--- src/logic/delay_consts.svh ---
`ifndef DELAY_CONSTS_SVH
`define DELAY_CONSTS_SVH

// #################### Bus widths
`define APB_ADDR_W 32
`define APB_DATA_W 32
`define APB_STRB_W 4

// #################### Latency scaling
`define DELAY_FRAC_BITS 10
`define DELAY_RATIO 2048 // 2.0 in Q.10
`define DELAY_ENABLE 1 // Set to 0 to turn the delayer into wires

// #################### Slaves
`define SRAM_WAIT_CYCLES 3
`define SRAM_WORDS 256

// #################### Address map
`define SRAM_BASE 32'h8000_0000
`define REGS_BASE 32'h1000_0000
`define REGION_MASK 32'hFFFF_F000

`endif

--- src/logic/apb_pkg.sv ---
`include "delay_consts.svh"

package apb_pkg;

    // Request from requester to completer in 74 bits
    typedef struct packed {
        logic [`APB_ADDR_W-1:0] paddr;
        logic                   psel;
        logic                   penable;
        logic [2:0]             pprot;
        logic                   pwrite;
        logic [`APB_DATA_W-1:0] pwdata;
        logic [`APB_STRB_W-1:0] pstrb;
    } apb_req_t;

    // Response from completer to requester in 34 bits
    typedef struct packed {
        logic                   pready;
        logic [`APB_DATA_W-1:0] prdata;
        logic                   pslverr;
    } apb_rsp_t;

endpackage

--- src/logic/apb_decoder.sv ---
`timescale 1ns/1ps
`include "delay_consts.svh"

module apb_decoder (
    input  logic              clock,
    input  logic              reset,
    input  apb_pkg::apb_req_t mid_req,
    output apb_pkg::apb_rsp_t mid_rsp,
    output apb_pkg::apb_req_t sram_req,
    output apb_pkg::apb_req_t regs_req,
    input  apb_pkg::apb_rsp_t sram_rsp,
    input  apb_pkg::apb_rsp_t regs_rsp
);

    typedef enum logic [1:0] {
        REGION_NONE,
        REGION_SRAM,
        REGION_REGS
    } region_t;

    region_t region_now;
    region_t region_q;
    region_t region;
    logic    access;

    always_comb begin
        region_now = REGION_NONE;
        if ((mid_req.paddr & `REGION_MASK) == `SRAM_BASE) begin
            region_now = REGION_SRAM;
        end else if ((mid_req.paddr & `REGION_MASK) == `REGS_BASE) begin
            region_now = REGION_REGS;
        end
    end

    // Region is fixed at setup and held through the access phase
    always_ff @(posedge clock) begin
        if (reset) begin
            region_q <= REGION_NONE;
        end else if (mid_req.psel && !mid_req.penable) begin
            region_q <= region_now;
        end
    end

    assign region = mid_req.penable ? region_q : region_now;
    assign access = mid_req.psel && mid_req.penable;

    // #################### Request routing
    always_comb begin
        sram_req         = mid_req;
        regs_req         = mid_req;
        sram_req.psel    = mid_req.psel && (region == REGION_SRAM);
        sram_req.penable = mid_req.penable && (region == REGION_SRAM);
        regs_req.psel    = mid_req.psel && (region == REGION_REGS);
        regs_req.penable = mid_req.penable && (region == REGION_REGS);
    end

    // #################### Response mux
    always_comb begin
        case (region)
            REGION_SRAM: begin
                mid_rsp = sram_rsp;
            end
            REGION_REGS: begin
                mid_rsp = regs_rsp;
            end
            default: begin
                mid_rsp.pready  = access; // Unmapped completes at once
                mid_rsp.prdata  = '0;
                mid_rsp.pslverr = access;
            end
        endcase
    end

endmodule

--- config.mk ---
export PLATFORM = sky130hd
export DESIGN_NAME = apb_decoder
export DESIGN_NICKNAME = d
export VERILOG_FILES = /design/src/logic/apb_pkg.sv /design/src/logic/apb_decoder.sv
export VERILOG_INCLUDE_DIRS = /design/src /design/src/logic
export SDC_FILE = /design/constraint.sdc
export NUM_CORES = 1
export LEC_CHECK = 0
export ABC_AREA = 1
export BUFFER_PORTS_ARGS = -buffer_cell sky130_fd_sc_hd__buf_2
export CAP_MARGIN = 25
export CELL_PAD_IN_SITES_DETAIL_PLACEMENT = 1
export CELL_PAD_IN_SITES_GLOBAL_PLACEMENT = 2
export CORE_ASPECT_RATIO = 1.1
export CORE_MARGIN = 3
export CORE_UTILIZATION = 11
export CTS_CLUSTER_DIAMETER = 40
export DETAILED_ROUTE_END_ITERATION = 16
export GPL_TIMING_DRIVEN = 1
export PLACE_DENSITY = 0.95
export SLEW_MARGIN = 20
export SYNTH_ARGS = -nofsm -noshare
export SYNTH_HDL_FRONTEND = slang
export SYNTH_SLANG_ARGS = --single-unit
--- constraint.sdc ---
create_clock -name clock -period 4.6 [get_ports clock]
set_input_delay 0.46 -clock clock [delete_from_list [all_inputs] [get_ports clock]]
set_output_delay 0.46 -clock clock [all_outputs]
set_load 0.02 [all_outputs]
==> results of run 1 <==
power groups by stage:
| stage | combinational, µW | clock (µW) | sequential [µW] |
|---|---|---|---|
| after floorplan | 221 | 0 | 19.1 |
| after global placement | 140 | 0 | 19.2 |
| after detailed placement | 141 | 0 | 19.3 |
| after CTS | 141 | 136 | 19.1 |
| after global routing | 151 | 136 | 19.2 |
| final | 138 | 133 | 19.0 |
cell families (layout without fill, tap and decap cells):
kind of cell             count (synthesis)  in the layout  share of synthesized area [%]
flip-flops                               2              2                          2.131
adder cells (fa/ha/maj)                  2              2                          1.331
AO/OA/AOI/OAI                           42             42                          11.58
AND/OR/NAND/NOR                         99             99                          21.57
buffers and inverters                  168            183                          63.38
critical path, delay by kind of cell:
kind / cells / cell delay (ns)
adders and majority gates: 1 / 0.83
AOI/OAI and AO/OA: 1 / 0.15
and+or+nand+nor: 7 / 0.86
buffers and inverters: 2 / 0.32
how the worst max path moves through the flow:
| stage | endpoint | slack, ns | cells past startpoint | from |
|---|---|---|---|---|
| after floorplan | mid_rsp[14] | 2.20 | 9 | mid_req[71] |
| after global placement | mid_rsp[0] | 1.40 | 11 | mid_req[67] |
| after detailed placement | mid_rsp[0] | 1.37 | 11 | mid_req[69] |
| after CTS | mid_rsp[0] | 1.37 | 11 | mid_req[69] |
| after global routing | mid_rsp[0] | 1.18 | 11 | mid_req[67] |
| final | mid_rsp[0] | 1.51 | 11 | mid_req[59] |
metal layers:
layer | wire length, µm | GRT usage [%]
met1 | 2261 | 5.615
met2 | 3221 | 10.91
met3 | 803 | 2.282
met4 | 414 | 4.764
met5 | 0 | 0
area by class of cell:
type                       instances  area (µm²)  share of cell area [%]
inverter                          11       41.29                   2.161
sequential                         2       40.04                   2.096
tap                              204       255.2                   13.36
multi-input combinational        143       653.1                   34.18
clock buffer                       3       75.07                   3.929
timing repair buffer             169       845.8                   44.27
stage by stage:
stage	cell area, µm²	total power, µW
3_5_place_dp	1836	160.1
4_1_cts	1911	296.3
5_1_grt	1911	306.5
6_report	1911	289.5
3_3_place_gp	1836	158.8
2_1_floorplan	1879	240.6
cells in the final DEF (no fill, tap or decap):
cell	netlist	layout
o21ai_1	2	2
dfxtp_1	2	2
nor2_1	9	9
a22o_1	2	2
nand3_1	1	1
nand2_1	80	80
inv_1	11	11
nor2_2	4	4
clkbuf_16	0	3
or2_4	1	1
o21ai_0	4	4
nand3_2	2	2
or2_0	2	2
ha_2	0	2
a21oi_1	34	34
buf_2	10	169
==> out/qor.yml, run 1 <==
run_status: "finished, final reports clean"
syn_inst: 313
ys_seq_elements: 2
drt-vias-per-instance: 3.398
switching_power_uw: 107.0
netlist_area_um2: 1879
hp-class: "in -> reg"
top_register: "region_q"
grt_max_degree: 37
final_max_slew_viol_count: 0
max_slew.worst_pin.slew_ns: 0.8055
synthArstFlopShare_pct: 0
yosysTopAreaCell: "buf_4"
synth.distinct_cells: 17
die_area_um2: 18690
routedWlPerCell_um: 12.59
cp-end-kind: "primary output"
maxCapViolCount: 0
power.share.switching_pct: 36.98
final_cell_count_no_fill: 532
critPathRequiredTime_ns: 4.14
seqPwrFrac_pct: 6.6
cpPeakStageDelay_ns: 0.83
vias: 1808
core_region_area_um2: 16550
grt_setup_unrepaired: "false"
fin_util_pct: 11.54
hold_viol: 0
setup_viol: 0
cts_tree: "built"
clock_path_buffers: 2
drtIter0Drc: 26
drive_gt1_share_pct: 55.18
cell_internal_pwr_uw: 182.5
slew_headroom_pct: 46.30
yosys-top-cells-count: "buf_4 (146), nand2_1 (80), a21oi_1 (34)"
crit_fanout: 35
cp_common_cell: "nand2_1"
clock_latency_ns: 0.22
fillers: 2129
critPathKind: "in -> out"
area_growth_pct: 1.664
clock_power_share_pct: 45.8
reg_top3: "region_q: 2 flops"
clock_skew_ns: 0
largest_reg_flops: 2
pre_cts_ws_ns: 1.366
die_h_um: 143.1
synth_fp_nets: 459
cellPowerDensity_nw_per_um2: 151.5
ys.flop_type: "dfxtp_1"
syn-mean-instance-area_um2: 6.004
numCtsBuffers: 3
gp_congestion: 0.7174
io_buffers: 169
antenna_cells: 0
route.detailed.drc: 0
synth.most_common_cell: "buf_4"
holdWs_ns: 0.5290
path_cells: "buf_2 > nor2_1 > nand2_1 > nor2_2 > nand3_2 > nand2_1 > nand2_1 > ha_2 > nand3_1 > o21ai_0 > buf_2"
netlist.area_leader.share_pct: 58.32
track_usage_pct: 6.160
ir_worst_vdd_uv: 225.7
die_w_um: 130.6
postRouteAntennaNets: 0
finalWorstSetupSlack_ns: 1.509
synth_edf_count: 0
antenna_found_initial: 0
ys_seq_area_share_pct: 2.130
clock-sinks: 2
ff2ff_setup_slack_ns: 3.95
postCtsSetupBuffers: 0
grt_pass1_vias: 1761
max_freq_ghz: 0.3235
clockRootBuffer: "clkbuf_16"
worstHoldPathCells: 4
ys_warn_count: 0
hold_start: "reset"
start_kind: "primary input"
p_comb_share_pct: 47.6
rr_startpoint: "region_q[1]$_SDFFE_PP0P_"
fp-row-count: 49
clkTransAtPathRegs_ns: 0.03
fin_setup_tns_ns: 0
cts_hold_buf: 0
cp_slowest_cell: "ha_2"
dp.cells: 529
grt-ovfl-total: 0
synthTopCellsByArea: "buf_4 (58%), nand2_1 (16%), a21oi_1 (9.1%)"
leakagePower_uw: 0.0009873
drt-pass1-iter-count: 4
r2r_cells: 2
start_util_pct: 11.35
wl_mm: 6.700
r2r_end: "region_q[1]$_SDFFE_PP0P_"
finalCritPeriodShare_pct: 67.20
cts_max_level: 1
fin_crit_ns: 3.091
cp_data_arrival_time_ns: 2.63
dp_hpwl_mm: 5.425
cts-resized-gates: 0
grt_pass1_wl_mm: 8.976
holdPathEnd: "region_q[0]$_SDFFE_PP0P_"
top_level_ports: 326
nets: 476
No activity file was read; power rests on OpenSTA's default activity.
==> run 2: changes to the inputs <==
--- a/config.mk
+++ b/config.mk
@@ -13,7 +13,7 @@
 export CELL_PAD_IN_SITES_GLOBAL_PLACEMENT = 2
 export CORE_ASPECT_RATIO = 1.1
 export CORE_MARGIN = 3
-export CORE_UTILIZATION = 11
+export CORE_UTILIZATION = 10
 export CTS_CLUSTER_DIAMETER = 40
 export DETAILED_ROUTE_END_ITERATION = 16
 export GPL_TIMING_DRIVEN = 1
==> constraint.sdc (replaced) <==
create_clock -name clock -period 2.55 [get_ports clock]
set_input_delay 0.255 -clock clock [delete_from_list [all_inputs] [get_ports clock]]
set_output_delay 0.255 -clock clock [all_outputs]
set_load 0.02 [all_outputs]
==> run 2 against run 1 <==
Net effect:
- critical path depth is 1 higher
- combinational power is 90% higher
- die area is 9.5% higher
- sequential cell count stayed put
==> out/qor.yml, run 2 (synthesized netlist as in run 1, its figures left out) <==
nets: 485
hp-class: "in -> reg"
start_util_pct: 10.41
cts_hold_buf: 0
final_cell_mix: "buf_2 (169), nand2_1 (80), a21oi_1 (34), inv_1 (11), nor2_1 (9)"
finalCritPeriodShare_pct: 90.20
cp-end-kind: "primary output"
top_level_ports: 326
clock_skew_ns: 0
place_area_um2: 1966
leakagePower_uw: 0.001046
grt_max_degree: 25
cp_data_arrival_time_ns: 2.05
fp-row-count: 51
fin_setup_tns_ns: 0
reg_top3: "region_q: 2 flops"
antenna_cells: 0
slew_headroom_pct: 76.51
hold_viol: 0
final_cell_area_um2: 2051
dp_hpwl_mm: 6.476
drt-pass1-iter-count: 3
cellPowerDensity_nw_per_um2: 259.6
clkTransAtPathRegs_ns: 0.03
postCtsSetupBuffers: 0
critPathRequiredTime_ns: 2.30
wl_met2_mm: 3.383
largest_reg_flops: 2
grt-ovfl-total: 0
mostFrequentLayoutCell: "buf_2"
cts_tree: "built"
grt_pass1_vias: 1967
fillers: 2273
top_register: "region_q"
ff2ff_setup_slack_ns: 1.90
start_kind: "primary input"
drt-vias-per-instance: 3.139
routed-wl-met3_mm: 1.065
drtIter0Drc: 43
die_area_um2: 20480
setup_viol: 0
cts-resized-gates: 0
maxCapViolCount: 0
clock_latency_ns: 0.22
crit_fanout: 4
fin_crit_ns: 2.300
critPathKind: "in -> out"
grt_pass1_wl_mm: 10.16
ir_worst_vdd_uv: 141.6
drt-met1-wl_mm: 2.506
die_h_um: 149.8
wl_mm: 7.373
finalWorstSetupSlack_ns: 0.2499
area_growth_pct: 9.121
antenna_found_initial: 0
clock_path_buffers: 2
grt_setup_unrepaired: "false"
max_freq_ghz: 0.4348
routedWlPerCell_um: 12.82
final_max_slew_viol_count: 0
track_usage_pct: 6.416
pre_cts_ws_ns: 0.1144
cts_max_level: 1
clockRootBuffer: "clkbuf_16"
io_buffers: 169
die_w_um: 136.7
postRouteAntennaNets: 0
max_slew.worst_pin.slew_ns: 0.3486
numCtsBuffers: 3
run_status: "finished, final reports clean"
gp_congestion: 0.6649
route.detailed.drc: 0
clock-sinks: 2
maxUsedRoutingLayer: "met4"
drive_gt1_share_pct: 55.79
core_region_area_um2: 18060
vias: 1805
run 2: worst max-delay path, stage by stage:
cell	delay, ns
buf_2	0.11
nor2_1	0.12
nand2_1	0.10
nor2_4	0.13
nand3_2	0.11
o21ai_1	0.14
ha_1	0.23
buf_4	0.15
a22o_1	0.13
inv_1	0.03
o21ai_0	0.29
buf_2	0.24
run 2: path summary, 6_finish.rpt:
| check | from | endpoint | depth (start not counted) |
|---|---|---|---|
| hold reg to reg | region_q[0]$_SDFFE_PP0P_ | region_q[0]$_SDFFE_PP0P_ | 2 |
| hold / removal | reset | region_q[0]$_SDFFE_PP0P_ | 4 |
| setup reg to reg | region_q[1]$_SDFFE_PP0P_ | region_q[1]$_SDFFE_PP0P_ | 2 |
| setup / recovery | mid_req[57] | mid_rsp[0] | 12 |
run 2: power by group:
group	internal, µW	switching (µW)
Clock	200	36.3
Combinational	106	156
Sequential	33.4	1.14
Total	339	193
run 2: cell type report:
cell class / count / area (µm²) / area share [%]
Clock buffer: 3 / 75.07 / 3.661
Sequential cell: 2 / 40.04 / 1.952
Multi-Input combinational cell: 143 / 658.1 / 32.09
Timing Repair Buffer: 178 / 938.4 / 45.76
Tap cell: 238 / 297.8 / 14.52
Inverter: 11 / 41.29 / 2.013
run 2: metrics by stage:
stage / std cells / power [µW] / hold slack [ns] / utilization, %
detailed placement: 572 / 302.0 / 0.5102 / 10.88
finish: 575 / 532.4 / 0.3207 / 11.36
floorplan: 313 / 434.0 / 0.4219 / -
global route: 575 / 566.3 / 0.3351 / 11.36
global placement: 572 / 299.2 / 0.5102 / 10.88
CTS: 575 / 543.7 / 0.3273 / 11.30
run 2: routing by layer:
metal  GRT usage [%]  vias to the layer above
li1                -                      870
met3           2.959                       42
met4           4.385                        0
met2           10.80                      149
met1           6.227                      744
met5               0                        -
