[src/logic/delay_consts.svh]
`ifndef DELAY_CONSTS_SVH
`define DELAY_CONSTS_SVH

// #################### Bus widths
`define APB_ADDR_W 32
`define APB_DATA_W 32
`define APB_STRB_W 4

// #################### Latency scaling
`define DELAY_FRAC_BITS 10
`define DELAY_RATIO 2048 // 2.0 in Q.10
`define DELAY_ENABLE 1 // Set to 0 to turn the delayer into wires

// #################### Slaves
`define SRAM_WAIT_CYCLES 3
`define SRAM_WORDS 256

// #################### Address map
`define SRAM_BASE 32'h8000_0000
`define REGS_BASE 32'h1000_0000
`define REGION_MASK 32'hFFFF_F000

`endif

[src/logic/apb_pkg.sv]
`include "delay_consts.svh"

package apb_pkg;

    // Request from requester to completer in 74 bits
    typedef struct packed {
        logic [`APB_ADDR_W-1:0] paddr;
        logic                   psel;
        logic                   penable;
        logic [2:0]             pprot;
        logic                   pwrite;
        logic [`APB_DATA_W-1:0] pwdata;
        logic [`APB_STRB_W-1:0] pstrb;
    } apb_req_t;

    // Response from completer to requester in 34 bits
    typedef struct packed {
        logic                   pready;
        logic [`APB_DATA_W-1:0] prdata;
        logic                   pslverr;
    } apb_rsp_t;

endpackage

[src/logic/apb_counter_regs.sv]
`timescale 1ns/1ps
`include "delay_consts.svh"

module apb_counter_regs (
    input  logic              clock,
    input  logic              reset,
    input  apb_pkg::apb_req_t req,
    output apb_pkg::apb_rsp_t rsp
);

    localparam logic [31:0] OFF_CYCLES  = 32'h0;
    localparam logic [31:0] OFF_SCRATCH = 32'h4;
    localparam logic [31:0] OFF_ID      = 32'h8;
    localparam logic [`APB_DATA_W-1:0] ID_WORD = 32'h4450_4C59;

    logic [`APB_DATA_W-1:0] cycle_count;
    logic [`APB_DATA_W-1:0] scratch;
    logic [`APB_DATA_W-1:0] rd_data;
    logic [31:0]            offset;
    logic                   access;
    logic                   illegal;

    assign offset = req.paddr & ~`REGION_MASK;
    assign access = req.psel && req.penable;

    always_ff @(posedge clock) begin
        if (reset) begin
            cycle_count <= '0;
        end else begin
            cycle_count <= cycle_count + 1'b1; // Free running
        end
    end

    always_ff @(posedge clock) begin
        if (reset) begin
            scratch <= '0;
        end else if (access && req.pwrite && (offset == OFF_SCRATCH)) begin
            for (int b = 0; b < `APB_STRB_W; b++) begin
                if (req.pstrb[b]) begin
                    scratch[8*b +: 8] <= req.pwdata[8*b +: 8];
                end
            end
        end
    end

    // #################### Read decode
    always_comb begin
        case (offset)
            OFF_CYCLES: begin
                rd_data = cycle_count;
                illegal = req.pwrite; // Read only
            end
            OFF_SCRATCH: begin
                rd_data = scratch;
                illegal = 1'b0;
            end
            OFF_ID: begin
                rd_data = ID_WORD;
                illegal = req.pwrite;
            end
            default: begin
                rd_data = '0;
                illegal = 1'b1;
            end
        endcase
    end

    assign rsp.pready  = access;
    assign rsp.pslverr = access && illegal;
    assign rsp.prdata  = (access && !req.pwrite && !illegal) ? rd_data : '0;

endmodule

[config.mk]
export PLATFORM = sky130hd
export DESIGN_NAME = apb_counter_regs
export DESIGN_NICKNAME = d
export VERILOG_FILES = /design/src/logic/apb_pkg.sv /design/src/logic/apb_counter_regs.sv
export VERILOG_INCLUDE_DIRS = /design/src /design/src/logic
export SDC_FILE = /design/constraint.sdc
export NUM_CORES = 1
export LEC_CHECK = 0
export BUFFER_PORTS_ARGS = -buffer_cell sky130_fd_sc_hd__buf_2
export CORE_ASPECT_RATIO = 0.5
export CORE_MARGIN = 2
export CORE_UTILIZATION = 28
export DETAILED_ROUTE_END_ITERATION = 8
export PLACE_DENSITY = 0.5
export SLEW_MARGIN = 5
export SYNTH_ARGS = -nofsm -noshare
export SYNTH_HDL_FRONTEND = slang
export SYNTH_SLANG_ARGS = --single-unit
[constraint.sdc]
create_clock -name clock -period 5.34 [get_ports clock]
set_clock_uncertainty 0.1 [all_clocks]
set_input_delay 1.068 -clock clock [delete_from_list [all_inputs] [get_ports clock]]
set_output_delay 1.068 -clock clock [all_outputs]
set_load 0.01 [all_outputs]
==> results of run 1 <==
==> layout make-up <==
cell class                      instances  share of cell area [%]
Tap cell                              165                    4.97
Timing Repair Buffer                   93                    11.9
Inverter                                7                   0.632
Sequential cell                        64                    30.8
Clock inverter                          5                    1.32
Multi-Input combinational cell        314                    44.3
Clock buffer                           11                    6.08
==> registers in the layout, summed over array words and instances (netlist names) <==
register / count
cycle_count: 32
scratch: 32
==> per-layer routing <==
layer	global-route usage (%)	vias up
met1	22.2	1607
met5	0	-
met2	24.4	62
met3	4.86	6
met4	4.09	0
li1	-	1712
==> layout by cell type (no fill, tap or decap), types with 2 or more instances in the layout <==
cell and count:
a32oi_1 21, mux2_2 2, buf_2 86, clkbuf_16 9, or3_1 8, nor3_1 3
nor2_1 35, a21oi_1 62, clkbuf_8 2, dfxtp_1 64, and4_1 6, clkinvlp_4 2
nand4_1 9, xor2_1 5, nand2_1 21, and3_1 2, xnor2_1 5, o21ai_1 36
or4_4 4, nor4_4 2, buf_4 6, inv_1 7, o21ai_0 14, or4_1 10
o31ai_1 10, nor4_1 3, clkinv_2 2, nand3_1 42, nor2b_1 4
==> critical path: cells and delay by family <==
kind	cells	cell delay, ps
AND/OR/NAND/NOR	3	1340
buffers and inverters	3	510
AO/OA/AOI/OAI	1	220
==> power by group <==
part | total, mW | switching, mW | internal, mW | leakage [nW]
clock | 0.603 | 0.218 | 0.385 | 0.148
sequential | 0.482 | 0.00277 | 0.480 | 0.516
combinational | 0.0524 | 0.0324 | 0.0200 | 0.764
total | 1.14 | 0.254 | 0.884 | 1.43
==> path summary, 6_finish.rpt <==
path / endpoint / cells after the start
max: rsp[32] / 7
min reg2reg: scratch[23] / 2
min: scratch[23] / 2
max reg2reg: cycle_count[18] / 5
==> metrics by stage <==
stage | area (um^2) | hold slack [ps] | worst slack [ps] | power [mW]
after global routing | 4160 | 401 | 932 | 1.18
after global placement | 3850 | 364 | 1020 | 0.545
after CTS | 4160 | 374 | 1030 | 1.15
after floorplan | 3310 | 338 | 1560 | 0.517
after detailed placement | 3850 | 367 | 1060 | 0.546
final | 4160 | 376 | 1030 | 1.14
==> kinds of logic (layout without fill, tap and decap cells) <==
family,Yosys count,after routing
fa+ha+maj,1,1
xor+xnor,10,10
simple gates,157,157
flops,64,64
buf+inv,42,116
compound gates,144,144
mux,2,2
==> flow_summary_export.csv, run 1 <==
group,metric,value,unit
timing,slew_headroom,45.2,%
synthesis,syn_nets,497,
synthesis,synth_compound_area_share,25.0,%
floorplan,die_w,158,um
routing,dr_wl_met2,4.43,mm
grt,grt_max_degree,43,
worst_setup_path,crit_start,"req[47]",
timing,rsz0062_at_grt,"no",
floorplan,ioPinCount,110,
synthesis,synth-xor-area-share,2.64,%
synthesis,synth_top_family_by_area,"simple AND/OR/NAND/NOR gates",
synthesis,synth_area,0.00331,mm^2
floorplan,rows,28,
clock_network,clk_pin_slew,50,ps
worst_setup_path,path_max_fanout,24,
clock_network,cts-root-buf,"clkbuf_16",
timing,tns,0,ps
routing,drc_errors,0,
synthesis,yosys.area.top_type_share,38.7,%
placement,gp_congestion,0.745,
synthesis,yosysSeqAreaShare,38.7,%
cells_and_area,final_core_util,35.6,%
placement,dp.cells,643,
routing,wire_per_inst,15.0,um
routing,viasPerCell,5.14,
routing,dr.max_layer_used,"met4",
routing,dr_wl_met3,384,um
synthesis,post_synth_num_cell_types,38,
worst_setup_path,reg2reg_from,"cycle_count[0]",
routing,drtIter0Drc,195,
routing,ant_nets,0,
timing,setup_viol_count_final,0,
routing,via_count,3387,
placement,dp_hpwl,7.14,mm
worst_setup_path,crit_chain,"buf_2, or4_4, nor4_4, buf_12, a32oi_1, nor2_1, buf_2",
power_and_ir_drop,peakVddDrop,0.132,mV
worst_setup_path,end_kind,"primary output",
clock_network,htreeDepth,3,
synthesis,yosys.cell_count.top_type,"dfxtp_1",
cells_and_area,layoutNonFillerInstCount,659,
synthesis,yosys.area_share.adder,0.378,%
hold_path,hold_path_class,"register to register",
worst_setup_path,critPathRequiredTime,4170,ps
cells_and_area,final_nets,566,
timing,period_minus_slack,4310,ps
routing,dr.pass1.iters,4,
worst_setup_path,path_class,"primary input to primary output",
clock_network,tritoncts.num_buffers,9,
worst_setup_path,ff2ff_setup_slack,3000,ps
cells_and_area,areaGrowthSynthToFinish,25.4,%
cells_and_area,fillers,1267,
routing,wl_met1,4.98,mm
synthesis,synthTopCellsByCount,"64 x dfxtp_1, 62 x a21oi_1, 42 x nand3_1",
clock_network,cts_num_sinks,64,
clock_network,post_cts_buffers,0,
worst_setup_path,arrival,3140,ps
synthesis,synth_area_leader_cell,"dfxtp_1",
timing,worst_pin_slew,820,ps
routing,route.final.wire_length,9.85,mm
grt,grt_overflow,0,
synthesis,synthFlopType,"dfxtp_1",
grt,grt_pass1_wl,16.0,mm
worst_setup_path,cp-start-kind,"primary input",
outcome,status,"completed",
run,maxCapViolations,0,
cells_and_area,seqCellArea,0.00128,mm^2
synthesis,syn_area_per_cell,7.89,um^2
synthesis,ys_ff_latch,64,
power_and_ir_drop,p_leak,1.43,nW
floorplan,die-area,0.0128,mm^2
grt,antenna_found_initial,0,
clock_network,ctsResizeCount,0,
grt,grt_pass1_vias,3066,
worst_setup_path,max_stage_delay,600,ps
timing,max_freq,232,MHz
synthesis,synth.area.top_cells,"dfxtp_1 39%, a21oi_1 9.4%, nand3_1 6.3%",
clock_network,insertion_delay,340,ps
floorplan,die_y,80.9,um
floorplan,start_util,28.4,%
clock_network,clock_path_buffers,2,
timing,hold_viol,0,
synthesis,synth-simple-area-share,26.7,%
worst_setup_path,cp_slowest_cell,"or4_4",
placement,portBuffers,86,
synthesis,synth-warning-count,0,
cells_and_area,drive_gt1_share,24.7,%
synthesis,synth_mux_area_share,0.680,%
hold_path,worstHoldStart,"scratch[23]",
cells_and_area,multiInputGateArea,0.00184,mm^2
clock_network,cts_hold_buf,0,
clock_network,cts_tree,"built",
floorplan,core_area,0.0117,mm^2
synthesis,synthArstFlopShare,0,%
synthesis,syn_inst,420,
power_and_ir_drop,pwr_density_cell,274,mW/mm^2
timing,finalMaxSlewViolations,0,
synthesis,synth_edf_count,0,
cells_and_area,n_antenna_cell,0,
worst_setup_path,crit_path_frequent_cell,"buf_2",
grt,grtUsageTotal,16.1,%
timing,fin_crit_sh,80.7,%
(Power assumes the default switching activity.)
==> inputs of run 2 (changes only) <==
- PLACE_DENSITY: 0.5 -> 0.52
- clock period: 5.34 -> 3.8 ns (I/O delays scaled with it)
==> run 2 against run 1 <==
  * Worst setup slack got worse by 620 ps
  * Register-to-register slack got worse by 1500 ps
  * Highest routed layer unchanged
  * Sequential share of layout area decreased by 0.18 points
  * Global-route usage decreased by 0.45 points
  * Critical path type unchanged
  * Core utilization increased by 0.21 points
  * Clock-buffer cell count increased by 2
  * Sequential power increased by 41%
==> flow_summary_export.csv, run 2 (synthesis results as in run 1) <==
group,metric,value,unit
clock_network,htreeDepth,3,
clock_network,post_cts_buffers,0,
worst_setup_path,critPathRequiredTime,2940,ps
clock_network,cts_num_sinks,64,
worst_setup_path,end_kind,"primary output",
run,maxCapViolations,0,
floorplan,rows,28,
clock_network,insertion_delay,330,ps
routing,wire_per_inst,14.9,um
timing,hold_viol,0,
routing,drtIter0Drc,191,
cells_and_area,final_common_cell,"buf_2",
timing,slew_headroom,45.1,%
routing,route.final.wire_length,9.85,mm
worst_setup_path,path_max_fanout,25,
clock_network,tritoncts.num_buffers,9,
floorplan,ioPinCount,110,
worst_setup_path,crit_chain,"buf_2, or4_4, nor4_4, buf_12, a32oi_1, nor2_1, buf_2",
hold_path,hold_path_class,"register to register",
routing,ant_nets,0,
grt,grt_max_degree,44,
routing,dr.pass1.iters,4,
clock_network,cts_tree,"built",
placement,portBuffers,86,
cells_and_area,n_antenna_cell,0,
cells_and_area,final_core_util,35.9,%
cells_and_area,final_nets,567,
worst_setup_path,arrival,2530,ps
cells_and_area,drive_gt1_share,24.4,%
routing,via_count,3395,
cells_and_area,mostFrequentLayoutCells,"86 x buf_2, 64 x dfxtp_1, 62 x a21oi_1",
timing,setup_viol_count_final,0,
worst_setup_path,path_class,"primary input to primary output",
timing,fin_ws,409,ps
grt,grt_pass1_vias,3055,
cells_and_area,layoutNonFillerInstCount,660,
timing,tns,0,ps
power_and_ir_drop,p_leak,1.44,nW
routing,viasPerCell,5.14,
floorplan,die-area,0.0128,mm^2
worst_setup_path,crit_path_frequent_cell,"buf_2",
clock_network,clk_pin_slew,50,ps
placement,gp_congestion,0.750,
timing,max_freq,295,MHz
floorplan,core_area,0.0117,mm^2
clock_network,cts_hold_buf,0,
worst_setup_path,crit_start,"req[47]",
placement,dp_hpwl,7.07,mm
grt,grt_pass1_wl,15.5,mm
grt,antenna_found_initial,0,
clock_network,cts-root-buf,"clkbuf_16",
clock_network,ctsResizeCount,0,
timing,period_minus_slack,3390,ps
floorplan,die_y,80.9,um
cells_and_area,areaGrowthSynthToFinish,26.2,%
clock_network,clock_path_buffers,2,
grt,grt_overflow,0,
hold_path,worstHoldStart,"scratch[14]",
timing,whs,374,ps
grt,grtUsageTotal,15.6,%
worst_setup_path,crit_family,"simple AND/OR/NAND/NOR gates",
worst_setup_path,max_stage_delay,600,ps
timing,fin_crit_sh,89.2,%
timing,worst_pin_slew,823,ps
power_and_ir_drop,peakVddDrop,0.233,mV
cells_and_area,largestRegisters,"cycle_count x32, scratch x32",
power_and_ir_drop,pwr_density_cell,378,mW/mm^2
worst_setup_path,cp_num_buf_inv,3,
worst_setup_path,reg2reg_from,"cycle_count[0]",
placement,dp.cells,644,
placement,dp_slack,436,ps
timing,finalMaxSlewViolations,0,
worst_setup_path,cp-start-kind,"primary input",
worst_setup_path,cp_slowest_cell,"or4_4",
timing,rsz0062_at_grt,"no",
routing,drc_errors,0,
outcome,status,"completed",
floorplan,start_util,28.4,%
floorplan,die_w,158,um
-- run 2: changes by cell type in the layout (fill, tap and decap cells not counted), sizes merged --
| cell | change |
|---|---|
| buf | +1 |
| clkinvlp | -2 |
| clkbuf | +2 |
-- run 2: layout make-up --
cell class	count	area, um^2
fillers	1250	7480
multi-input cells	314	1840
flip-flops and latches	64	1280
repair buffers	94	528
clock buffers	13	260
well taps	165	206
clock inverters	3	40.0
inverters	7	26.3
-- run 2: path summary, 6_finish.rpt --
check,cells after the start,slack [ps],endpoint
setup / recovery,7,410,rsp[32]
hold / removal,2,370,scratch[14]
setup reg to reg,5,1480,cycle_count[30]
hold reg to reg,2,370,scratch[14]
-- run 2: worst min-delay path, cell delays in order, from the launching register on --
cell     delay (ps)
dfxtp_1         300
o21ai_1          70
a21oi_1          60
-- run 2: through the flow --
step	power [mW]	area, um^2
global placement	0.765	3880
floorplan	0.727	3310
global route	1.64	4180
finish	1.58	4180
CTS	1.60	4180
detailed placement	0.766	3880
-- run 2: power by group --
group / leakage, nW / switching (mW) / internal (mW)
combinational: 0.773 / 0.0449 / 0.0287
sequential: 0.516 / 0.00361 / 0.674
clock: 0.150 / 0.287 / 0.541
total: 1.44 / 0.336 / 1.24
-- run 2: routing by layer --
layer / vias up / global-route usage (%) / share of wire (%)
li1: 1715 / - / -
met1: 1621 / 21.3 / 50
met3: 7 / 3.68 / 3.9
met4: 0 / 5.18 / 0.75
met2: 52 / 24.4 / 45
met5: - / 0 / 0
