--- config.mk ---
export PLATFORM = sky130hd
export DESIGN_NAME = apb_delayer
export DESIGN_NICKNAME = d
export VERILOG_FILES = /design/src/logic/apb_pkg.sv /design/src/logic/apb_delayer.sv
export VERILOG_INCLUDE_DIRS = /design/src /design/src/logic
export SDC_FILE = /design/constraint.sdc
export NUM_CORES = 1
export LEC_CHECK = 0
export BUFFER_PORTS_ARGS = -buffer_cell sky130_fd_sc_hd__buf_4
export CAP_MARGIN = 20
export CORE_ASPECT_RATIO = 1.5
export CORE_MARGIN = 4
export CORE_UTILIZATION = 49
export DETAILED_ROUTE_END_ITERATION = 7
export PLACE_DENSITY = 0.77
export SLEW_MARGIN = 40
export SYNTH_ARGS = -nofsm -noshare
export SYNTH_HDL_FRONTEND = slang
export SYNTH_SLANG_ARGS = --single-unit
export TNS_END_PERCENT = 5
--- constraint.sdc ---
create_clock -name clock -period 3.3 [get_ports clock]
set_clock_uncertainty 0.05 [all_clocks]
set_input_delay 0.825 -clock clock [delete_from_list [all_inputs] [get_ports clock]]
set_output_delay 0.825 -clock clock [all_outputs]
set_load 0.005 [all_outputs]
--- src/logic/delay_consts.svh ---
`ifndef DELAY_CONSTS_SVH
`define DELAY_CONSTS_SVH

// #################### Bus widths
`define APB_ADDR_W 32
`define APB_DATA_W 32
`define APB_STRB_W 4

// #################### Latency scaling
`define DELAY_FRAC_BITS 10
`define DELAY_RATIO 2048 // 2.0 in Q.10
`define DELAY_ENABLE 1 // Set to 0 to turn the delayer into wires

// #################### Slaves
`define SRAM_WAIT_CYCLES 3
`define SRAM_WORDS 256

// #################### Address map
`define SRAM_BASE 32'h8000_0000
`define REGS_BASE 32'h1000_0000
`define REGION_MASK 32'hFFFF_F000

`endif

--- src/logic/apb_pkg.sv ---
`include "delay_consts.svh"

package apb_pkg;

    // Request from requester to completer in 74 bits
    typedef struct packed {
        logic [`APB_ADDR_W-1:0] paddr;
        logic                   psel;
        logic                   penable;
        logic [2:0]             pprot;
        logic                   pwrite;
        logic [`APB_DATA_W-1:0] pwdata;
        logic [`APB_STRB_W-1:0] pstrb;
    } apb_req_t;

    // Response from completer to requester in 34 bits
    typedef struct packed {
        logic                   pready;
        logic [`APB_DATA_W-1:0] prdata;
        logic                   pslverr;
    } apb_rsp_t;

endpackage

--- src/logic/apb_delayer.sv ---
`timescale 1ns/1ps
`include "delay_consts.svh"

module apb_delayer (
    input  logic              clock,
    input  logic              reset,
    input  apb_pkg::apb_req_t up_req,
    output apb_pkg::apb_rsp_t up_rsp,
    output apb_pkg::apb_req_t down_req,
    input  apb_pkg::apb_rsp_t down_rsp
);

    if (`DELAY_ENABLE != 0) begin : g_delay
        typedef enum logic [1:0] {
            IDLE,
            ACTIVE,
            DRAINING,
            RESPONDING
        } state_t;

        localparam logic [31:0] RATIO = 32'(`DELAY_RATIO);

        state_t                 state;
        logic [31:0]            acc; // Wait cycles times the ratio in fixed point
        logic [31:0]            wait_count;
        logic [31:0]            drain_count;
        logic [31:0]            scaled;
        logic [31:0]            remain;
        logic [`APB_DATA_W-1:0] cap_prdata;
        logic                   cap_pslverr;
        apb_pkg::apb_rsp_t      rsp_q;
        logic                   pass;
        logic                   access;
        logic                   done;

        assign pass   = (state == IDLE) || (state == ACTIVE);
        assign access = (state == ACTIVE) && up_req.psel && up_req.penable;
        assign done   = access && down_rsp.pready;
        assign scaled = acc >> `DELAY_FRAC_BITS;
        assign remain = (scaled > wait_count) ? scaled - wait_count : '0;

        // The slave sees each transfer once, so the request is held off after it completes
        always_comb begin
            down_req = up_req;
            if (!pass) begin
                down_req.psel    = 1'b0;
                down_req.penable = 1'b0;
            end
        end

        // #################### FSM
        always_ff @(posedge clock) begin
            if (reset) begin
                state <= IDLE;
            end else begin
                case (state)
                    IDLE: begin
                        if (up_req.psel && !up_req.penable) begin
                            state <= ACTIVE;
                        end
                    end
                    ACTIVE: begin
                        if (done) begin
                            state <= (remain == '0) ? RESPONDING : DRAINING;
                        end
                    end
                    DRAINING: begin
                        if (drain_count == 32'd1) begin
                            state <= RESPONDING;
                        end
                    end
                    default: begin
                        state <= IDLE; // One cycle of upstream completion
                    end
                endcase
            end
        end

        // #################### Counters
        always_ff @(posedge clock) begin
            if (reset) begin
                acc         <= '0;
                wait_count  <= '0;
                drain_count <= '0;
            end else if (done) begin
                acc         <= '0;
                wait_count  <= '0;
                drain_count <= remain; // Extra cycles still owed upstream
            end else if (access) begin
                acc        <= acc + RATIO;
                wait_count <= wait_count + 32'd1;
            end else if (state == DRAINING) begin
                drain_count <= drain_count - 32'd1;
            end
        end

        always_ff @(posedge clock) begin
            if (done) begin
                cap_prdata  <= down_rsp.prdata;
                cap_pslverr <= down_rsp.pslverr;
            end
        end

        // #################### Upstream response
        always_ff @(posedge clock) begin
            if (reset) begin
                rsp_q <= '0;
            end else if (done && (remain == '0)) begin
                rsp_q <= '{pready: 1'b1, prdata: down_rsp.prdata, pslverr: down_rsp.pslverr};
            end else if ((state == DRAINING) && (drain_count == 32'd1)) begin
                rsp_q <= '{pready: 1'b1, prdata: cap_prdata, pslverr: cap_pslverr};
            end else begin
                rsp_q <= '0; // Data stays zero outside the completing cycle
            end
        end

        assign up_rsp = rsp_q;
    end else begin : g_wire
        assign down_req = up_req;
        assign up_rsp   = down_rsp;
    end

endmodule

==> results.md, run 1 <==
- Fin crit share: 96.9%
- Fin cells: 1,309
- Syn Nets: 1,160
- Port Buf Inserts: 73
- HPWL after detailed placement: 14.9 mm
- Dpl ws: -45.2 ps
- Final WL: 20.5 mm
- Final Hold Vio Count: 0
- WP data arrival: 3490 ps
- Crit path time final: 3200 ps
- Mapped Area: 0.00869 mm2
- Clk Latency, worst-skew pair: 430 ps
- Ys Warns: 0
- RSZ-0062 raised after global routing: yes
- Remaining DRCs: 0
- Critical Path Start: g_delay.wait_count[0]
- Worst Reg-to-Reg Cells: 12
- Startpoint type of the worst setup path: flip-flop
- Worst Tran Pin Value: 744 ps
- #FFs+latches synth: 154
- # diodes: 0
- Sw Ratio: 35.6%
- Area growth syn-to-layout: 17.4%
- Simple-gate share of the synthesized area: 25.4%
- Worst path depth: 12
- Synth cell types: 68
- Ranking of synthesized cells by area: dfxtp_1, edfxtp_1, buf_4
- Core area: 0.0174 mm2
- CP required: 3590 ps
- Initial core utilization: 49.9%
- Fin nets: 1,224
- Initial antenna violation count: 0
- Gr ovfl total: 0
- Max-cap check violation count: 0
- Pin count of the biggest net entering global routing: 71
- Vias: 7,410
- Status: complete, no violations
- Clock H-tree levels: 4
- TNS Setup: 0 ps
- Clk root buf: clkbuf_16
- Setup Crit Path Kind: flip-flop to flip-flop
- Comb power frac: 32.6%
- Final Max Slew Viols: 0
- Post-synthesis area per instance: 8.53 um2
- Mux share of post-synthesis cell area: 0.950%
- CP max FO: 5
- Global Route Usage Sum: 21.2%
- CP most frequent cell: a221o_1
- Initial DRC Count: 479
- Top Ports: 218
- CP bufs+invs: 2
- Row count: 59
- Area leader, netlist: dfxtp_1
- Die H: 171 um
- Delay-heaviest family, CP: compound AO/OA/AOI/OAI gates
- Int Pwr: 4040 uW
- 1st-pass router iterations: 6
- Sink Count: 154
- Layout cells sized above 1: 21.3%
- Worst setup slack after layout: 102 ps
- Peak VDD IR: 0.365 mV
- Setup Viol. Count Final: 0
- Area share of fa/ha/maj cells after synthesis: 4.55%
- R2R Path Start: g_delay.wait_count[0]
- Part of the power in the clock network: 31.8%
- TritonCTS clock tree: built
- EDFF count, synth: 33
- Fmax: 313 MHz
- CTS buffer count: 17
- Final instance area: 0.0102 mm2
- Reg clk slew, reported paths: 70 ps
- Register-to-register setup slack: 100 ps
- Critical path cell sequence: inv_2 > fa_2 > a21o_1 > a221o_1 > a221oi_4 > o21bai_2 > a221o_1 > a21oi_4 > buf_6 > nor2_2 > or3b_1 > a311oi_1
- Vias per Instance: 5.66
- Switch Pwr: 2230 uW
- Largest family of logic cells by synthesized area: simple AND/OR/NAND/NOR gates
- Post-synthesis compound-gate area fraction: 13.8%
- Hold_sp: g_delay.drain_count[21]
- Wire length per cell: 15.7 um
- Max Root-Sink Buffers: 2
- Antenna-violating nets left: 0
- Post-synth top area share: 27.9%
- Ys flop type: dfxtp_1
- Post-synthesis sequential area ratio: 39.3%
- Worst Hold Path Cells: 2
- Gp weighted congestion: 0.952
- LEAKAGE: 0.00409 uW
- Vias in the first global route: 7,416
- Slew Limit Headroom: 49.9%
- First-pass GRT wire length: 34.5 mm
- XOR/XNOR Fraction of Synth Area: 6.14%
- Post-DP Area: 0.00948 mm2
- Crit-path slowest cell: a221o_1
- Cells after Synth: 1,019
- Synth async-reset ratio: 0%
- Max stage delay on crit path: 420 ps
- Die area: 0.0200 mm2
- Sequential Power Share: 35.6%
- DIE WIDTH: 117 um
- Dpl cells: 1,275
- Pwr dens: 615 mW/mm2
- Hold crit path type: flip-flop to flip-flop
- Crit end category: flip-flop
==> state kept, by name (all words and copies together), names as in the netlist <==
signal and cells:
up_rsp 34, g_delay.cap_prdata 32, g_delay.drain_count 32, g_delay.wait_count 32, g_delay.acc 21, g_delay.state 2, g_delay.cap_pslverr 1
==> metrics by stage <==
stage	total power, uW	util [%]	hold slack (ps)
finish	6270	58.6	438
global route	6670	58.6	458
CTS	6270	58.0	438
detailed placement	4250	54.4	430
global placement	4200	54.4	416
floorplan	3690	-	402
==> power groups by stage <==
stage / Clock [uW] / Combinational, uW / Sequential [uW]
finish: 1990 / 2050 / 2230
global route: 2120 / 2290 / 2260
CTS: 2040 / 2000 / 2230
detailed placement: 0 / 1980 / 2270
global placement: 0 / 1940 / 2260
floorplan: 0 / 1450 / 2240
==> worst paths after layout <==
check                            endpoint
setup / recovery         g_delay.state[0]
hold / removal    g_delay.drain_count[21]
setup reg to reg         g_delay.state[0]
hold reg to reg   g_delay.drain_count[21]
==> tightest hold or removal path: cells and delay by family, from the launching register on <==
kind,cells,cell delay (ps)
AND/OR/NAND/NOR,1,50
AO/OA/AOI/OAI,1,60
flip-flops,1,320
==> synth_stat cells, types with 3 or more instances <==
library cell,number
dfxtp_1,121
nor2_1,103
buf_4,73
nand3_1,69
nand2_1,61
a21oi_1,50
nand2b_1,38
clkbuf_1,37
o21ai_1,36
nor3b_1,34
edfxtp_1,33
inv_1,31
o21ai_0,31
xnor2_1,31
ha_1,30
xor2_1,30
nor3_1,27
nor4_1,18
nand4_1,17
and3_1,14
a21o_1,12
or3_1,11
o21a_1,10
a31oi_1,7
and2_1,7
mux2i_1,6
or4_1,6
a2111oi_0,5
a211oi_1,5
a22oi_1,5
nor2b_1,5
a221oi_1,4
and4_1,4
buf_6,3
o31ai_1,3
==> per-layer routing <==
layer | global-route usage (%) | wire (um)
met1 | 23.4 | 8000
met2 | 37.7 | 10700
met3 | 4.67 | 1000
met5 | 0 | 0
met4 | 10.7 | 817
==> kinds of logic (layout without fill, tap and decap cells) <==
group           count (synthesis)  in the layout
simple gates                  425            425
flops                         154            154
fa+ha+maj                      31             31
compound gates                191            191
xor+xnor                       61             61
mux                             8              8
buf+inv                       149            226
==> layout by cell type, fill, tap and decap left out, types with 17 or more instances in the layout <==
master / synthesis / layout
buf_4: 73 / 156
xnor2_1: 31 / 31
nand2_1: 61 / 61
o21ai_0: 31 / 31
edfxtp_1: 33 / 33
clkbuf_16: 0 / 17
inv_1: 31 / 29
a21oi_1: 50 / 49
dfxtp_1: 121 / 114
nor3b_1: 34 / 34
nor4_1: 18 / 17
nor2_1: 103 / 102
nand4_1: 17 / 17
ha_1: 30 / 28
nand3_1: 69 / 69
nor3_1: 27 / 26
xor2_1: 30 / 30
o21ai_1: 36 / 34
nand2b_1: 38 / 37
==> area by class of cell <==
type	count	area [um2]
clock buffers	18	439
clock inverters	14	169
fillers	1553	7220
inverters	32	120
multi-input cells	716	4510
flip-flops and latches	154	3420
well taps	213	267
repair buffers	162	1280
==> timing repair <==
item,in CTS,in global routing
hold buffers,0,0
resized for setup,1,26
buffers inserted,1,1
gates cloned,0,0
pin swaps,2,10
endpoints found under the setup margin,11,40
No activity file was read; power rests on OpenSTA's default activity.
==> run 2, diff against run 1 <==
--- a/config.mk
+++ b/config.mk
@@ -6,7 +6,7 @@
 export SDC_FILE = /design/constraint.sdc
 export NUM_CORES = 1
 export LEC_CHECK = 0
-export BUFFER_PORTS_ARGS = -buffer_cell sky130_fd_sc_hd__buf_4
+export BUFFER_PORTS_ARGS = -buffer_cell sky130_fd_sc_hd__buf_2
 export CAP_MARGIN = 20
 export CORE_ASPECT_RATIO = 1.5
 export CORE_MARGIN = 4
==> run 2 against run 1 <==
Effect of this change: global-route usage down 0.64 points; clock-buffer cell count down 1; first-iteration DRC count up 14%; sequential power about the same; worst hold slack better by 5.0 ps; utilization down 0.90 points; die area unchanged; cell count about the same; register-to-register slack worse by 30 ps; critical path type unchanged.
==> results.md, run 2 (same netlist as run 1, synthesis figures left out) <==
- Status: complete, no violations (unchanged)
- HPWL after detailed placement: 14.7 mm (was 14.9 mm)
- Max-cap check violation count: 0 (unchanged)
- Hold crit path type: flip-flop to flip-flop (unchanged)
- CP required: 3590 ps (about the same)
- Top Ports: 218 (unchanged)
- # diodes: 0 (unchanged)
- Gr ovfl total: 0 (unchanged)
- Sink Count: 154 (unchanged)
- Die area: 0.0200 mm2 (unchanged)
- TritonCTS clock tree: built (unchanged)
- Fin nets: 1,225 (was 1,224)
- Largest register FFs: 34 (unchanged)
- CP most frequent cell: a221o_1 (unchanged)
- Fmax: 310 MHz (was 313 MHz)
- Final WL: 20.5 mm (about the same)
- WP data arrival: 3520 ps (was 3490 ps)
- TNS Setup: 0 ps (unchanged)
- Crit end category: flip-flop (unchanged)
- DIE WIDTH: 117 um (unchanged)
- Pwr dens: 622 mW/mm2 (was 615 mW/mm2)
- Wire length per cell: 15.7 um (about the same)
- Initial DRC Count: 544 (was 479)
- Clk Latency, worst-skew pair: 430 ps (about the same)
- Fin crit share: 97.7% (was 96.9%)
- Gp weighted congestion: 0.929 (was 0.952)
- 1st-pass router iterations: 8 (was 6)
- Max stage delay on crit path: 420 ps (about the same)
- Setup Viol. Count Final: 0 (unchanged)
- Die H: 171 um (unchanged)
- Row count: 59 (unchanged)
- Crit path time final: 3230 ps (was 3200 ps)
- Clock H-tree levels: 4 (unchanged)
- Port Buf Inserts: 73 (unchanged)
- Pin count of the biggest net entering global routing: 73 (was 71)
- Layout cells sized above 1: 22.2% (was 21.3%)
- Vias in the first global route: 7,272 (was 7,416)
- LEAKAGE: 0.00406 uW (was 0.00409 uW)
- Critical path cell sequence: inv_2 > fa_2 > a21o_1 > a221o_1 > a221oi_4 > o21bai_2 > a221o_1 > a21oi_4 > buf_6 > nor2_2 > or3b_1 > a311oi_1 (unchanged)
- Global Route Usage Sum: 20.6% (was 21.2%)
- CP max FO: 5 (unchanged)
- Most frequent cells in the layout: dfxtp_1, nor2_1, buf_4 (was buf_4, dfxtp_1, nor2_1)
- Initial core utilization: 49.9% (unchanged)
- Utilization after layout: 57.7% (was 58.6%)
- Slew Limit Headroom: 54.4% (was 49.9%)
- Clk root buf: clkbuf_16 (unchanged)
- RSZ-0062 raised after global routing: yes (unchanged)
- # fillers: 1,531 (was 1,553)
- Worst Tran Pin Value: 678 ps (was 744 ps)
- Peak VDD IR: 0.351 mV (was 0.365 mV)
- Final Max Slew Viols: 0 (unchanged)
- CTS buffer count: 17 (unchanged)
- Max Root-Sink Buffers: 2 (unchanged)
- Vias per Instance: 5.68 (was 5.66)
- Crit-path slowest cell: a221o_1 (unchanged)
- Setup Crit Path Kind: flip-flop to flip-flop (unchanged)
- Final Hold Vio Count: 0 (unchanged)
- Antenna-violating nets left: 0 (unchanged)
- Area of the multi-input gates: 0.00456 mm2 (was 0.00451 mm2)
- Delay-heaviest family, CP: compound AO/OA/AOI/OAI gates (unchanged)
- Reg clk slew, reported paths: 70 ps (about the same)
- Most common cell after layout, fill and taps aside: dfxtp_1 (was buf_4)
- Vias: 7,445 (was 7,410)
- Core area: 0.0174 mm2 (unchanged)
- Initial antenna violation count: 0 (unchanged)
- Remaining DRCs: 0 (unchanged)
- Register Area: 0.00342 mm2 (about the same)
- Startpoint type of the worst setup path: flip-flop (unchanged)
- CP bufs+invs: 2 (unchanged)
- Area growth syn-to-layout: 15.6% (was 17.4%)
- Hold_buf cts: 0 (unchanged)
- First-pass GRT wire length: 33.2 mm (was 34.5 mm)
==> run 2: cell types whose count changed in the layout (fill, tap and decap cells not counted), moves of 3 or more <==
| cell | change |
|---|---|
| o21ai_1 | -8 |
| buf_4 | -71 |
| o21ai_2 | +8 |
| inv_6 | -3 |
| buf_2 | +73 |
==> run 2: worst register-to-register path: cells and delay by family (launching register included) <==
kind | cells | cell delay, ps
DFF | 1 | 340
AOI/OAI and AO/OA | 7 | 1830
and+or+nand+nor | 2 | 380
adders and majority gates | 1 | 350
buffers and inverters | 2 | 190
==> run 2: through the flow <==
step	cells	hold slack [ps]	worst slack (ps)	total power [uW]	instance area (um2)
after floorplan	1019	402	2.16	3690	8700
after global placement	1276	418	18.6	4200	9280
after detailed placement	1276	431	-65.3	4240	9280
after CTS	1309	445	3.72	6230	9910
after global routing	1310	468	-47.1	6600	10000
final	1310	443	74.4	6250	10000
==> run 2: layer usage <==
metal	track usage, %	wire [um]
met1	21.6	8000
met2	37.4	10800
met3	4.21	907
met4	11.6	804
met5	0	0
==> run 2: timing repair <==
item	4_1_cts	5_1_grt
cloned	0	0
setup buffers	1	1
pin swaps	3	11
endpoints found under the setup margin	30	36
hold endpoints to repair	0	0
gates resized for setup	2	33
==> run 2: path summary, 6_finish.rpt <==
path | startpoint | endpoint | slack [ps] | cells after the start
max | g_delay.wait_count[0] | g_delay.state[0] | 70 | 12
max reg2reg | g_delay.wait_count[0] | g_delay.state[0] | 70 | 12
min reg2reg | g_delay.drain_count[5] | g_delay.drain_count[5] | 440 | 2
min | g_delay.drain_count[5] | g_delay.drain_count[5] | 440 | 2
==> run 2: cell type report <==
cell class	instances	area share, %
Multi-Input combinational cell	716	45.4
Sequential cell	154	34.0
Timing Repair Buffer	163	10.7
Clock buffer	17	4.23
Tap cell	213	2.65
Clock inverter	15	1.81
Inverter	32	1.20
==> run 2: power by group <==
group | switching (uW) | total [uW] | internal, uW | leakage (uW)
combinational | 1200 | 2050 | 846 | 0.00249
sequential | 139 | 2230 | 2090 | 0.00128
clock | 939 | 1970 | 1040 | 0.000297
total | 2280 | 6250 | 3970 | 0.00406
==> run 3, diff against run 2 <==
--- a/config.mk
+++ b/config.mk
@@ -6,13 +6,13 @@
 export SDC_FILE = /design/constraint.sdc
 export NUM_CORES = 1
 export LEC_CHECK = 0
-export BUFFER_PORTS_ARGS = -buffer_cell sky130_fd_sc_hd__buf_2
 export CAP_MARGIN = 20
 export CORE_ASPECT_RATIO = 1.5
 export CORE_MARGIN = 4
-export CORE_UTILIZATION = 49
+export CORE_UTILIZATION = 58
 export DETAILED_ROUTE_END_ITERATION = 7
-export PLACE_DENSITY = 0.77
+export DONT_BUFFER_PORTS = 1
+export PLACE_DENSITY = 0.76
 export SLEW_MARGIN = 40
 export SYNTH_ARGS = -nofsm -noshare
 export SYNTH_HDL_FRONTEND = slang
==> run 3 against run 2 <==
Effect of this change: the run now ends with setup timing left; routed wire length rose by 5.2%; register-to-register slack got worse by 110 ps; final area fell by 1.7%; combinational power fell by 5%; clock-buffer cell count did not move; critical path type unchanged; largest cell class unchanged; largest power group unchanged.
==> results.md, run 3 (same netlist as run 1, synthesis figures left out) <==
- Fin crit share: 101% (was 97.7%)
- 1st-pass router iterations: 6 (was 8)
- First-pass GRT wire length: 34.3 mm (was 33.2 mm)
- Port Buf Inserts: 0 (was 73)
- TNS Setup: -243 ps (was 0 ps)
- Fin nets: 1,178 (was 1,225)
- Wire length per cell: 17.3 um (was 15.7 um)
- Remaining DRCs: 0 (unchanged)
- Layout cells sized above 1: 18.9% (was 22.2%)
- Sequential Power Share: 36.6% (was 35.7%)
- Hold_sp: reset (was g_delay.drain_count[5])
- Part of the power in the clock network: 31.7% (was 31.6%)
- Worst Tran Pin Value: 717 ps (was 678 ps)
- Startpoint type of the worst setup path: flip-flop (unchanged)
- Clk root buf: clkbuf_16 (unchanged)
- Most common cell after layout, fill and taps aside: dfxtp_1 (unchanged)
- Max stage delay on crit path: 410 ps (was 420 ps)
- Worst setup slack after layout: -32.3 ps (was 74.4 ps)
- Max Root-Sink Buffers: 2 (unchanged)
- Area growth syn-to-layout: 13.6% (was 15.6%)
- WP data arrival: 3640 ps (was 3520 ps)
- Row count: 54 (was 59)
- Global Route Usage Sum: 24.9% (was 20.6%)
- Sink Count: 154 (unchanged)
- Largest register FFs: 34 (unchanged)
- Failing checks: setup timing
- Initial core utilization: 59.3% (was 49.9%)
- Int Pwr: 3890 uW (was 3970 uW)
- Final WL: 21.6 mm (was 20.5 mm)
- Max-cap check violation count: 0 (unchanged)
- Most frequent cells in the layout: dfxtp_1, buf_4, nor2_1 (was dfxtp_1, nor2_1, buf_4)
- Gr ovfl total: 0 (unchanged)
- Initial antenna violation count: 0 (unchanged)
- Comb power frac: 31.7% (was 32.7%)
- Worst hold endpoint: g_delay.drain_count[0] (was g_delay.drain_count[5])
- Pin count of the biggest net entering global routing: 102 (was 73)
- CP max FO: 8 (was 5)
- CTS buffer count: 17 (unchanged)
- CP required: 3610 ps (was 3590 ps)
- Die H: 158 um (was 171 um)
- Core area: 0.0147 mm2 (was 0.0174 mm2)
- Worst Reg-to-Reg Cells: 13 (was 12)
- DIE WIDTH: 108 um (was 117 um)
- Top Ports: 218 (unchanged)
- Crit end category: flip-flop (unchanged)
- Critical path cell sequence: inv_1 > fa_1 > a21o_1 > a221o_1 > a221oi_4 > buf_4 > xnor2_1 > nor4_1 > and4_1 > nand4_1 > and2_4 > clkbuf_16 > o21ai_2 (was inv_2 > fa_2 > a21o_1 > a221o_1 > a221oi_4 > o21bai_2 > a221o_1 > a21oi_4 > buf_6 > nor2_2 > or3b_1 > a311oi_1)
- Antenna-violating nets left: 0 (unchanged)
- R2R Path Start: g_delay.wait_count[1] (was g_delay.wait_count[0])
- HPWL after detailed placement: 14.7 mm (about the same)
- # diodes: 0 (unchanged)
- Crit-path slowest cell: fa_1 (was a221o_1)
- Initial DRC Count: 494 (was 544)
- Gp weighted congestion: 0.909 (was 0.929)
- Switch Pwr: 2230 uW (was 2280 uW)
- Final Max Slew Viols: 0 (unchanged)
- Setup Viol. Count Final: 19 (was 0)
- Status: complete, but fails checks (was complete, no violations)
- Sw Ratio: 36.4% (about the same)
- RSZ-0062 raised after global routing: yes (unchanged)
- R2r endpoint: up_rsp[3] (was g_delay.state[0])
- Pwr dens: 620 mW/mm2 (was 622 mW/mm2)
- Die area: 0.0171 mm2 (was 0.0200 mm2)
- Fmax: 300 MHz (was 310 MHz)
- Worst Hold Path Cells: 1 (was 2)
- TritonCTS clock tree: built (unchanged)
- Crit path time final: 3330 ps (was 3230 ps)
- Reg clk slew, reported paths: 70 ps (about the same)
- Register-to-register setup slack: -30 ps (was 70 ps)
- Utilization after layout: 67.4% (was 57.7%)
- Clock H-tree levels: 4 (unchanged)
- Vias: 7,425 (was 7,445)
- Vias in the first global route: 7,283 (was 7,272)
- Setup Crit Path Kind: flip-flop to flip-flop (unchanged)
- Slew Limit Headroom: 51.7% (was 54.4%)
- Clk Latency, worst-skew pair: 430 ps (about the same)
- Final Hold Vio Count: 0 (unchanged)
- Peak VDD IR: 0.367 mV (was 0.351 mV)
- LEAKAGE: 0.00387 uW (was 0.00406 uW)
- Vias per Instance: 5.96 (was 5.68)
- Hold crit path type: primary input to flip-flop (was flip-flop to flip-flop)
[run 3: changes by cell type in the layout (fill, tap and decap cells not counted), moves of 2 or more]
cell | before | now
a21oi_1 | 48 | 50
a21oi_2 | 3 | 1
buf_2 | 73 | 0
buf_4 | 85 | 110
clkbuf_16 | 17 | 19
dfxtp_1 | 116 | 118
dfxtp_2 | 5 | 3
inv_12 | 2 | 0
o21ai_1 | 26 | 20
o21ai_2 | 11 | 18
[run 3: what timing repair did]
action,4_1_cts,5_1_grt
resized for setup,12,25
setup endpoints to repair,35,36
hold buffers,0,0
gates cloned,0,3
pin swaps,6,10
setup buffers,2,2
[run 3: layout make-up]
| class | count | area [um2] |
|---|---|---|
| clock inverter | 15 | 174 |
| fill | 1203 | 4780 |
| tap | 196 | 245 |
| multi-input combinational | 716 | 4570 |
| sequential | 154 | 3420 |
| clock buffer | 17 | 425 |
| timing repair buffer | 116 | 930 |
| inverter | 32 | 120 |
[run 3: per-stage QoR]
stage / hold slack [ps] / worst slack, ps / power [uW] / cells / instance area (um2)
finish: 415 / -32.3 / 6130 / 1246 / 9880
global route: 412 / -150 / 6480 / 1246 / 9880
CTS: 418 / 8.48 / 6070 / 1241 / 9700
detailed placement: 417 / -56.1 / 4090 / 1207 / 9040
global placement: 409 / -221 / 4070 / 1207 / 9040
floorplan: 402 / 2.16 / 3690 / 1019 / 8700
[run 3: how the worst max path moves through the flow]
stage	cells past startpoint	end	startpoint
finish	13	up_rsp[3]	g_delay.wait_count[1]
global route	13	up_rsp[29]	g_delay.wait_count[15]
CTS	13	up_rsp[5]	g_delay.wait_count[11]
detailed placement	13	up_rsp[3]	g_delay.wait_count[11]
global placement	12	g_delay.drain_count[21]	g_delay.wait_count[7]
floorplan	12	g_delay.drain_count[12]	g_delay.wait_count[1]
[run 3: per-layer routing]
metal | global-route usage, % | up-vias | wire (um)
met1 | 26.6 | 3494 | 7930
met5 | 2.08 | - | 47
met2 | 44.7 | 274 | 11200
met3 | 6.32 | 80 | 1490
met4 | 13.0 | 2 | 924
li1 | - | 3575 | -
[run 3: critical path, delay by kind of cell, from the launching register on]
| family | cells | cell delay (ps) |
|---|---|---|
| AO/OA/AOI/OAI | 4 | 1020 |
| AND/OR/NAND/NOR | 4 | 930 |
| buffers and inverters | 3 | 420 |
| adder cells (fa/ha/maj) | 1 | 410 |
| flip-flops | 1 | 330 |
| XOR/XNOR | 1 | 100 |
[run 3: power groups by stage]
stage	Clock, uW	Combinational [uW]	Sequential, uW
after floorplan	0	1450	2240
after global placement	0	1800	2270
after detailed placement	0	1820	2280
after CTS	1960	1870	2240
after global routing	2050	2160	2270
final	1940	1940	2240
